## src/simt_commit_pkg.sv

```systemverilog
// Core-wide sizes and shared types for the SIMT commit stage.
// Imported by every commit module and by the testbench.

package simt_commit_pkg;

    // warp and thread geometry
    localparam int NUM_THREADS = 4;
    localparam int XLEN        = 32;
    localparam int NUM_WARPS   = 4;
    localparam int NW_BITS     = $clog2(NUM_WARPS);

    // architectural registers
    localparam int NUM_REGS = 32;
    localparam int NR_BITS  = $clog2(NUM_REGS);

    localparam int UUID_BITS = 8;

    // execution units feeding each lane
    localparam int NUM_EX_UNITS = 3;
    localparam int EX_BITS      = $clog2(NUM_EX_UNITS);

    // retired instruction counter width
    localparam int PERF_CTR_BITS = 44;

    // order here is the arbiter input order and its tie order
    typedef enum logic [EX_BITS-1:0] {
        EX_LSU,
        EX_ALU,
        EX_SFU
    } ex_unit_e;

    // one finished instruction result from an execution unit
    typedef struct packed {
        logic [UUID_BITS-1:0]              uuid;
        logic [NW_BITS-1:0]                wid;
        logic [NUM_THREADS-1:0]            tmask;
        logic [31:0]                       pc;
        logic                              wb;
        logic [NR_BITS-1:0]                rd;
        logic [NUM_THREADS-1:0][XLEN-1:0]  data;
        logic                              sop;
        logic                              eop;
    } commit_data_t;

    // register file write request
    // wis is sized for one lane and narrower slots are zero extended
    typedef struct packed {
        logic [UUID_BITS-1:0]              uuid;
        logic [NW_BITS-1:0]                wis;
        logic [NUM_THREADS-1:0]            tmask;
        logic [31:0]                       pc;
        logic [NR_BITS-1:0]                rd;
        logic [NUM_THREADS-1:0][XLEN-1:0]  data;
        logic                              sop;
        logic                              eop;
    } writeback_data_t;

endpackage

```

## src/commit_retire_count.sv

```systemverilog
// Retired instruction counter for the commit stage.
// Counts active threads of every valid commit across all lanes.
// Stage 1 registers per-lane popcounts, stage 2 their sum,
// and instret accumulates the sum one edge later.

module commit_retire_count #(
    parameter int ISSUE_CNT = 2
) (
    input  logic                                                   clk,
    input  logic                                                   reset,
    input  logic [ISSUE_CNT-1:0]                                   commit_valid,
    input  logic [ISSUE_CNT-1:0][simt_commit_pkg::NUM_THREADS-1:0] commit_tmask,
    output logic [simt_commit_pkg::PERF_CTR_BITS-1:0]              instret
);
    import simt_commit_pkg::*;

    // per-lane count can reach NUM_THREADS
    localparam int CNT_BITS = $clog2(NUM_THREADS + 1);
    localparam int SUM_BITS = CNT_BITS + $clog2(ISSUE_CNT);

    logic [ISSUE_CNT-1:0][CNT_BITS-1:0] lane_size;
    logic [ISSUE_CNT-1:0][CNT_BITS-1:0] lane_size_r;
    logic                               any_valid_r;
    logic [SUM_BITS-1:0]                size_sum;
    logic [SUM_BITS-1:0]                size_sum_r;
    logic                               any_valid_rr;

    // popcount of active threads, zero when the lane is idle
    always_comb begin
        for (int i = 0; i < ISSUE_CNT; i++) begin
            lane_size[i] = '0;
            if (commit_valid[i]) begin
                for (int t = 0; t < NUM_THREADS; t++) begin
                    lane_size[i] = lane_size[i] + CNT_BITS'(commit_tmask[i][t]);
                end
            end
        end
    end

    always_ff @(posedge clk) begin
        if (reset) begin
            any_valid_r <= 1'b0;
        end else begin
            any_valid_r <= |commit_valid;
        end
    end

    always_ff @(posedge clk) begin
        lane_size_r <= lane_size;
    end

    // sum over lanes
    always_comb begin
        size_sum = '0;
        for (int i = 0; i < ISSUE_CNT; i++) begin
            size_sum = size_sum + SUM_BITS'(lane_size_r[i]);
        end
    end

    always_ff @(posedge clk) begin
        if (reset) begin
            any_valid_rr <= 1'b0;
        end else begin
            any_valid_rr <= any_valid_r;
        end
    end

    always_ff @(posedge clk) begin
        size_sum_r <= size_sum;
    end

    always_ff @(posedge clk) begin
        if (reset) begin
            instret <= '0;
        end else if (any_valid_rr) begin
            instret <= instret + PERF_CTR_BITS'(size_sum_r);
        end
    end

endmodule

```

## config.mk

```make
export PLATFORM = sky130hd
export DESIGN_NAME = commit_retire_count
export DESIGN_NICKNAME = d
export VERILOG_FILES = /design/src/simt_commit_pkg.sv /design/src/commit_retire_count.sv
export SDC_FILE = /design/constraint.sdc
export NUM_CORES = 1
export LEC_CHECK = 0
export BUFFER_PORTS_ARGS = -buffer_cell sky130_fd_sc_hd__buf_2
export CAP_MARGIN = 20
export CORE_ASPECT_RATIO = 1.1
export CORE_MARGIN = 1
export CORE_UTILIZATION = 49
export DETAILED_ROUTE_END_ITERATION = 16
export PLACE_DENSITY = 0.77
export SETUP_SLACK_MARGIN = 0.4
export SLEW_MARGIN = 20
export SYNTH_ARGS = -nofsm -noshare
export SYNTH_HDL_FRONTEND = slang
export SYNTH_SLANG_ARGS = --single-unit
```

## constraint.sdc

```tcl
create_clock -name clk -period 2.2 [get_ports clk]
set_input_delay 0.22 -clock clk [delete_from_list [all_inputs] [get_ports clk]]
set_output_delay 0.22 -clock clk [all_outputs]
set_load 0.02 [all_outputs]
```

==> impl_results.md <==
* WS Path Type: reg2reg
* Synth Instances at 307
* Most frequent cells in the layout: 55 x buf_2, 37 x buf_4, 35 x dfxtp_1
* Worst-skew pair later-pin latency at around 320 ps
* Multi-input logic area at 1860 sq um
* Post-DP HPWL at 4.41 mm
* Worst Path Max Fanout at 13
* Post-synth EDFFs at 0
* Via Count at 2758
* IO Count at 56
* Reg clk slew, reported paths at around 100 ps
* Initial Util at around half
* Fin. max-slew vios at 0
* Main flop type after synthesis: dfxtp_1
* Hold Path Cell Cnt at 2
* Clock Skew at 9.79 ps
* Clock root buffer: clkbuf_8
* NetSw at 468 uW
* Relative slew slack at around two fifths
* Ys Warns at 0
* Internal at 1420 uW
* Switching part of the total at 24.9%
* DRC violations left at 0
* Most used routing layer: met2
* Sequential element share of the synthesized area at slightly above 40%
* Port Buffer Count at 55
* 1st-iter DRT viols at ~140
* Die H at approximately 80 um
* Status: complete, but fails checks
* Avg WL per Cell at 16.5 um
* Async SR Flop Fraction at 0%
* H-tree levels at 2
* Total global routing overflow at 0
* Total wire length at slightly above 8 mm
* Power Dens Cells at about 460 nW/um^2
* Vias per cell at roughly 5.7
* TritonCTS clock tree: done
* Met3 usage at between 4 and 5%
* CTS max path bufs at 2
* Failing checks: setup timing
* Final Util at about three quarters
* GRT met1 Usage at a little over a quarter
* Routability Congestion at between 0.7 and 0.8
* Worst Setup End Kind: register
* Die area at 5850 sq um
* Sequential Power Share at around 56%
* Startpoint types: register
* Cell area after synthesis at about 2700 sq um
* Initial antenna violation count at 0
* Final Cycle Share at 106%
* Setup violation total in the final timing report at 10
* Reg2reg path depth at 9
* Met2 usage at approximately two fifths
* Comb power frac at 10.8%
* Fin worst setup slack at -126 ps
* Vias in the first global route at 2396
* Row count at 28
* Core area at 5360 sq um
* Final Hold Slack at around 140 ps
* Post-DRT Antenna Nets at 0
* Worst slew pin tran at 924 ps
* Slowest cell on crit path: fa_2
* Antenna cell count at 0
* Mapped Nets at 334
* Number of max-cap violations at 0
* Minimum clock period at roughly 2300 ps
* Tot GR Track Use at a little under a quarter
* Layout cells sized above 1 at 44.6%
* Chip width at between 70 and 80 um
* Drt pass-1 iters at 4
* Commonest non-fill, non-tap cell in the layout: buf_2
* RSZ-0062 raised after global routing: true
* Min-delay worst type: in2reg
* NumNets Final at about 440
* Leak at ~0.0018 uW
* Clk pwr share at between 30% and 40%
* CTS Buf Count at 5
* FF+latch area at between 1000 and 1500 sq um
* Area grow syn2layout at 51.3%
* Synth unique cells at between 40 and 50
* First-pass GRT wire length at between 10 and 15 mm
* Slowest Stage Delay on Critical Path at ~400 ps
* CTS sink cnt at between 50 and 60
* CP Data Arrival Time at 2490 ps
* Peak VDD IR at between 0.4 and 0.5 mV
* Largest net degree at the start of global routing at just under 50
* Hold Buf Count CTS at 0
* WP data required at ~2400 ps
* Syn Area/Cell at a little under 9 sq um
* Fillers at between 300 and 400
* Crit path cell chain: inv_1 -> fa_2 -> nor2b_2 -> o21ai_2 -> a211o_1 -> buf_4 -> clkbuf_16 -> o31ai_1 -> a21oi_1
* Final hold viol count at 0
* Yosys reg bits at 56
* Max frequency at roughly 430 MHz
-- worst paths after layout --
check / start / to / slack (ps)
setup / recovery: instret[1] / instret[34] / -130
hold / removal: commit_valid[1] / lane_size_r[5] / 140
setup reg to reg: instret[1] / instret[34] / -130
hold reg to reg: lane_size_r[3] / size_sum_r[0] / 460
-- power groups by stage --
| stage | sequential (uW) | combinational (uW) | clock (uW) |
|---|---|---|---|
| after CTS | 1050 | 176 | 630 |
| after global placement | 1070 | 160 | 0 |
| after floorplan | 1070 | 114 | 0 |
| final | 1050 | 204 | 629 |
| after global routing | 1060 | 231 | 679 |
| after detailed placement | 1070 | 171 | 0 |
-- flip-flops by register name (all words and copies together), names as in the netlist --
signal,cells
any_valid_rr,1
lane_size_r,6
size_sum_r,4
instret,44
any_valid_r,1
-- layer usage --
layer,vias up,share of wire [%]
li1,1298,-
met1,1336,41
met2,93,51
met3,31,4.0
met4,0,4.0
met5,-,0
-- cell families after synthesis --
logic type	share of synthesized area (%)
and+or+nand+nor	24.4
buffers and inverters	5.01
AOI/OAI and AO/OA	12.4
xor gates and xnor gates	7.41
muxes	1.52
DFF	41.2
adders and majority gates	8.00
-- synth_stat cells, types with 4 or more instances --
cell      number  area (sq um)
o21ai_0        9          45.0
a211oi_1       6          45.0
or4_1         10          75.1
ha_1          11           138
and2_1         8          50.1
nand2_1       20          75.1
inv_1         22          82.6
clkbuf_1       9          33.8
nor3_1         5          25.0
nand4_1        8          50.1
a21oi_1       20           100
nor2_1        32           120
fa_1           4          80.1
xnor2_1       22           193
or3_1          7          43.8
dfxtp_1       56          1120
nand3_1        9          45.0
o31ai_1        9          67.6
nor4_1         5          31.3
-- area by class of cell --
cell class	instances	area share (%)
inverter	22	2.01
sequential	56	29.0
tap	75	2.28
clock inverter	1	0.122
timing repair buffer	109	19.2
multi-input combinational	218	45.1
clock buffer	7	2.37
-- worst max-delay path: cells and delay by family, from the launching register on --
| kind | cells | cell delay (ps) |
|---|---|---|
| AOI/OAI and AO/OA | 4 | 860 |
| adders and majority gates | 1 | 400 |
| buffers and inverters | 3 | 390 |
| DFF | 1 | 390 |
| and+or+nand+nor | 1 | 130 |
-- metrics by stage --
step	setup TNS, ps	std cells	worst slack, ps	cell area (sq um)	total power, uW
after floorplan	-335	307	-63.4	2870	1190
after global placement	-116	460	-39.9	3440	1230
after detailed placement	-630	460	-102	3440	1240
after CTS	-513	470	-85.8	3690	1850
after global routing	-1780	488	-207	4120	1970
final	-645	488	-126	4120	1880
-- repair_timing --
item,4_1_cts,5_1_grt
buffers inserted,2,15
resized for setup,26,54
setup endpoints to repair,32,39
pin swaps,17,15
gates cloned,0,3
(Power assumes the default switching activity.)
