### src/simt_commit_pkg.sv
// Core-wide sizes and shared types for the SIMT commit stage.
// Imported by every commit module and by the testbench.

package simt_commit_pkg;

    // warp and thread geometry
    localparam int NUM_THREADS = 4;
    localparam int XLEN        = 32;
    localparam int NUM_WARPS   = 4;
    localparam int NW_BITS     = $clog2(NUM_WARPS);

    // architectural registers
    localparam int NUM_REGS = 32;
    localparam int NR_BITS  = $clog2(NUM_REGS);

    localparam int UUID_BITS = 8;

    // execution units feeding each lane
    localparam int NUM_EX_UNITS = 3;
    localparam int EX_BITS      = $clog2(NUM_EX_UNITS);

    // retired instruction counter width
    localparam int PERF_CTR_BITS = 44;

    // order here is the arbiter input order and its tie order
    typedef enum logic [EX_BITS-1:0] {
        EX_LSU,
        EX_ALU,
        EX_SFU
    } ex_unit_e;

    // one finished instruction result from an execution unit
    typedef struct packed {
        logic [UUID_BITS-1:0]              uuid;
        logic [NW_BITS-1:0]                wid;
        logic [NUM_THREADS-1:0]            tmask;
        logic [31:0]                       pc;
        logic                              wb;
        logic [NR_BITS-1:0]                rd;
        logic [NUM_THREADS-1:0][XLEN-1:0]  data;
        logic                              sop;
        logic                              eop;
    } commit_data_t;

    // register file write request
    // wis is sized for one lane and narrower slots are zero extended
    typedef struct packed {
        logic [UUID_BITS-1:0]              uuid;
        logic [NW_BITS-1:0]                wis;
        logic [NUM_THREADS-1:0]            tmask;
        logic [31:0]                       pc;
        logic [NR_BITS-1:0]                rd;
        logic [NUM_THREADS-1:0][XLEN-1:0]  data;
        logic                              sop;
        logic                              eop;
    } writeback_data_t;

endpackage

### src/commit_arb.sv
// Per-lane round-robin arbiter over the execution unit results.
// Grants one valid unit per cycle, raises ready only for that unit
// and holds the granted result in an output register for one cycle.
// The downstream side is always ready.

module commit_arb (
    input  logic                                               clk,
    input  logic                                               reset,
    input  logic [simt_commit_pkg::NUM_EX_UNITS-1:0]           unit_valid,
    input  simt_commit_pkg::commit_data_t [simt_commit_pkg::NUM_EX_UNITS-1:0] unit_data,
    output logic [simt_commit_pkg::NUM_EX_UNITS-1:0]           unit_ready,
    output logic                                               commit_valid,
    output simt_commit_pkg::commit_data_t                      commit_data
);
    import simt_commit_pkg::*;

    // unit that gets first look in the next arbitration
    ex_unit_e ptr;

    logic     grant_any;
    ex_unit_e grant_sel;

    // unit found offset steps after base, wrapping around
    function automatic ex_unit_e unit_at(ex_unit_e base, int unsigned offset);
        int unsigned pos;
        pos = int'(base) + offset;
        if (pos >= NUM_EX_UNITS) begin
            pos = pos - NUM_EX_UNITS;
        end
        return ex_unit_e'(pos);
    endfunction

    // first valid unit at or after the pointer
    always_comb begin
        grant_any = 1'b0;
        grant_sel = ptr;
        for (int k = 0; k < NUM_EX_UNITS; k++) begin
            if (!grant_any && unit_valid[unit_at(ptr, k)]) begin
                grant_any = 1'b1;
                grant_sel = unit_at(ptr, k);
            end
        end
    end

    // losers see ready low and keep their data
    always_comb begin
        unit_ready = '0;
        if (grant_any) begin
            unit_ready[grant_sel] = 1'b1;
        end
    end

    always_ff @(posedge clk) begin
        if (reset) begin
            ptr <= EX_LSU;
        end else if (grant_any) begin
            ptr <= unit_at(grant_sel, 1);
        end
    end

    always_ff @(posedge clk) begin
        if (reset) begin
            commit_valid <= 1'b0;
        end else begin
            commit_valid <= grant_any;
        end
    end

    // payload only moves on a grant
    always_ff @(posedge clk) begin
        if (grant_any) begin
            commit_data <= unit_data[grant_sel];
        end
    end

endmodule

### config.mk
export PLATFORM = sky130hd
export DESIGN_NAME = commit_arb
export DESIGN_NICKNAME = d
export VERILOG_FILES = /design/src/simt_commit_pkg.sv /design/src/commit_arb.sv
export SDC_FILE = /design/constraint.sdc
export NUM_CORES = 1
export LEC_CHECK = 0
export ABC_CLOCK_PERIOD_IN_PS = 11070
export CELL_PAD_IN_SITES_DETAIL_PLACEMENT = 1
export CELL_PAD_IN_SITES_GLOBAL_PLACEMENT = 2
export CORE_AREA = 2 2 283 285
export DETAILED_ROUTE_END_ITERATION = 10
export DIE_AREA = 0 0 285 287
export DONT_BUFFER_PORTS = 1
export PLACE_DENSITY_LB_ADDON = 0.1
export SLEW_MARGIN = 20
export SYNTH_ARGS = -nofsm -noshare
export SYNTH_HDL_FRONTEND = slang
export SYNTH_SLANG_ARGS = --single-unit
### constraint.sdc
create_clock -name clk -period 11.07 [get_ports clk]
set_clock_uncertainty 0.1 [all_clocks]
set_input_delay 1.107 -clock clk [delete_from_list [all_inputs] [get_ports clk]]
set_output_delay 1.107 -clock clk [all_outputs]
set_load 0.05 [all_outputs]
==> Implementation_results.wiki <==
{| class="wikitable"
! Metric !! Value
|-
| Status || finished, final reports clean
|-
| Count of placed standard cells in the final layout, fillers left out || ~1.7k
|-
| Count of fill cells added during filler insertion || slightly below 9k
|-
| Number of H-tree branching levels || 4
|-
| Total of hold buffers inserted after clock tree synthesis || 0
|-
| Number of ports placed on the die boundary || roughly 740
|-
| Mapped Nets || roughly 1.2k
|-
| Maximum number of pins on one net before global-route repair || 115
|-
| Clk slew on worst S/H paths || roughly 0.070 ns
|-
| Type of the worst setup path || reg2out
|-
| Final HPWL from detailed placement || ~33 mm
|-
| Seq cells post-synth || about 190
|-
| Via density per instance || around 3.6
|-
| Vias in the first global route || roughly 7k
|-
| FP Rows || between 100 and 150
|-
| Max rail drop VDD || 0.153 mV
|-
| Number of instances resized during post-cts repair || 0
|-
| Highest fanout seen on the critical path || 5
|-
| Total wire length after detailed routing || 41.9 mm
|-
| Syn Area/Cell || roughly 15 sq um
|-
| First-pass iteration count of the detailed router || 4
|-
| Sequential fraction of the synthesis area || between 50 and 60%
|-
| Drc violations || 0
|-
| Area taken by flip-flops and latches || 0.00553 sq mm
|-
| Synthesis warning total || 0
|-
| EDFF count, synth || 182
|-
| Worst hold path type || reg2reg
|-
| Count of buffers inserted at the top-level ports || 0
|-
| Number of max-slew violations in the final report || 0
|-
| Floorplan core area || around 0.079 sq mm
|-
| Cell Count Post-Placement || 1653
|-
| Util after Layout || about 14%
|-
| PwrDens || around 450 mW/mm^2
|-
| Post-Synthesis Cell Area || 0.00958 sq mm
|-
| Total count of hold-check failures in the final report || 0
|-
| Latest clock arrival within the worst-skew pair || approximately 0.47 ns
|-
| Count of different cell masters after synthesis || 32
|-
| Final net count || around 1.2k
|-
| Routed vias || 6135
|-
| Signed area change from the synthesized netlist to the final layout || 17.8%
|-
| Max_slew headroom || between 30% and 40%
|-
| Buffer depth of the longest clock path || 2
|-
| Upper clock frequency limit || 205 MHz
|-
| Static leakage || about 0.0039 uW
|-
| CTS tree || built
|-
| Endpoints failing setup || 0
|-
| Proportion of register bits with asynchronous set or reset after synthesis || 0%
|-
| Data arrival time at the worst-slack endpoint || approximately 3.7 ns
|-
| GRT Resource Usage Total || 9.79%
|-
| Die boundary width || 285 um
|-
| Most common library cell in the layout ignoring fill and taps || sky130_fd_sc_hd__mux2i_1
|-
| Die height || 287 um
|-
| Post-layout minimum cycle time || roughly 5 ns
|-
| Post-route clock period utilization || ~44%
|-
| Iteration-0 DRC count of the detailed router || between 200 and 250
|-
| Worst Max-Slew Pin Slew || 1.00 ns
|-
| Primary flip-flop cell chosen by synthesis mapping || sky130_fd_sc_hd__edfxtp_1
|-
| Die Footprint || 0.0818 sq mm
|-
| Critical path required time || slightly below 10 ns
|-
| Number of antenna violations at the first check in global routing || 7
|-
| Total congestion overflow || 0
|-
| First-pass GRT wire length || ~56 mm
|-
| Number of sinks driven by the clock tree || roughly 190
|-
| Placer's final routability congestion estimate || between 0.7 and 0.8
|-
| CTS Root Cell || sky130_fd_sc_hd__clkbuf_16
|-
| Effective utilization at floorplan || between 10% and 20%
|-
| Setup TNS after final layout || 0 ns
|-
| Area of combinational cells with multiple inputs || around 0.0038 sq mm
|-
| Type of origin of the critical path || register
|-
| Unrepaired setup endpoints after global routing || false
|-
| Share of final-layout standard cells stronger than drive strength 1 || under 10%
|-
| Total clock buffers created by CTS || 17
|-
| Count of antenna-violating nets left after detailed routing || 0
|-
| CP endpoint kind || primary output
|-
| Post-CTS setup buffer count || 0
|-
| Max-cap violation count || 0
|-
| Routed length per instance || 24.8 um
|-
| Most used cells in the layout excluding fill and tap cells || sky130_fd_sc_hd__mux2i_1, sky130_fd_sc_hd__o2bb2ai_1, sky130_fd_sc_hd__edfxtp_1, sky130_fd_sc_hd__clkbuf_16, sky130_fd_sc_hd__buf_4
|-
| Cell count after synthesis || approximately 650
|}
==> cells by family after synthesis <==
group           Yosys count  share of synthesized area (%)
compound gates          194                           17.7
mux                     185                           19.3
flops                   185                           57.7
buf+inv                  65                           3.46
simple gates             19                           1.16
fa+ha+maj                 5                          0.653
==> per-layer routing <==
layer  share of wire (%)  wire length (um)  GRT usage (%)  vias up
met3                  11              4750           4.88       35
met5                   0                 0              0        -
met2                  56             23400           19.0      453
li1                    -                 -              -     2651
met1                  31             13000           8.51     2996
met4                 2.0               845           3.59        0
==> layout make-up <==
class                   count  share of cell area [%]
diodes                      5                   0.111
flip-flops and latches    185                    49.0
well taps                1050                    11.6
inverters                   5                   0.233
repair buffers             10                   0.810
multi-input cells         403                    33.4
clock buffers              20                    3.87
clock inverters            12                   0.943
==> cell usage after synthesis, drive strengths merged (3+ instances only) <==
cell,count,area share [%]
mux2i,185,19
edfxtp,182,57
o2bb2ai,182,17
buf,51,2.9
clkbuf,9,0.35
ha,5,0.65
inv,5,0.20
nor2,5,0.20
dfxtp,3,0.63
nor2b,3,0.20
==> sequential cells by signal (all words and copies together), names as in the netlist <==
name          cells
ptr               2
commit_data     182
commit_valid      1
==> final timing paths <==
kind	start	endpoint	slack, ns	depth (start not counted)
max	ptr[0]$_SDFFE_PP0P_	unit_ready[2]	6.19	9
min	ptr[0]$_SDFFE_PP0P_	ptr[0]$_SDFFE_PP0P_	0.47	2
max reg2reg	ptr[0]$_SDFFE_PP0P_	commit_data[72]$_DFFE_PP_	6.33	10
min reg2reg	ptr[0]$_SDFFE_PP0P_	ptr[0]$_SDFFE_PP0P_	0.47	2
==> critical path, stage by stage (launching register included) <==
cell and delay [ns]:
sky130_fd_sc_hd__dfxtp_1 0.35, sky130_fd_sc_hd__inv_1 0.12, sky130_fd_sc_hd__ha_1 0.30, sky130_fd_sc_hd__mux2i_1 0.30
sky130_fd_sc_hd__o22ai_1 0.18, sky130_fd_sc_hd__o41ai_1 0.73, sky130_fd_sc_hd__a21boi_0 0.49, sky130_fd_sc_hd__a21oi_1 0.20
sky130_fd_sc_hd__ha_1 0.24, sky130_fd_sc_hd__nor2b_1 0.30
==> power by group <==
| group | total (uW) | internal [uW] | switching (uW) |
|---|---|---|---|
| Sequential | 2890 | 1420 | 1480 |
| Clock | 621 | 295 | 327 |
| Combinational | 1610 | 564 | 1050 |
==> metrics by stage <==
stage | worst slack (ns) | cell area (sq um) | hold slack, ns | total power (uW)
finish | 6.19 | 11300 | 0.473 | 5130
CTS | 6.10 | 11300 | 0.485 | 5270
global placement | 6.32 | 10700 | 0.458 | 4580
detailed placement | 6.15 | 10700 | 0.470 | 4620
global route | 5.90 | 11300 | 0.533 | 5420
floorplan | 5.23 | 9580 | 0.423 | 4040
Note: power is estimated with default switching activity, not from simulation.
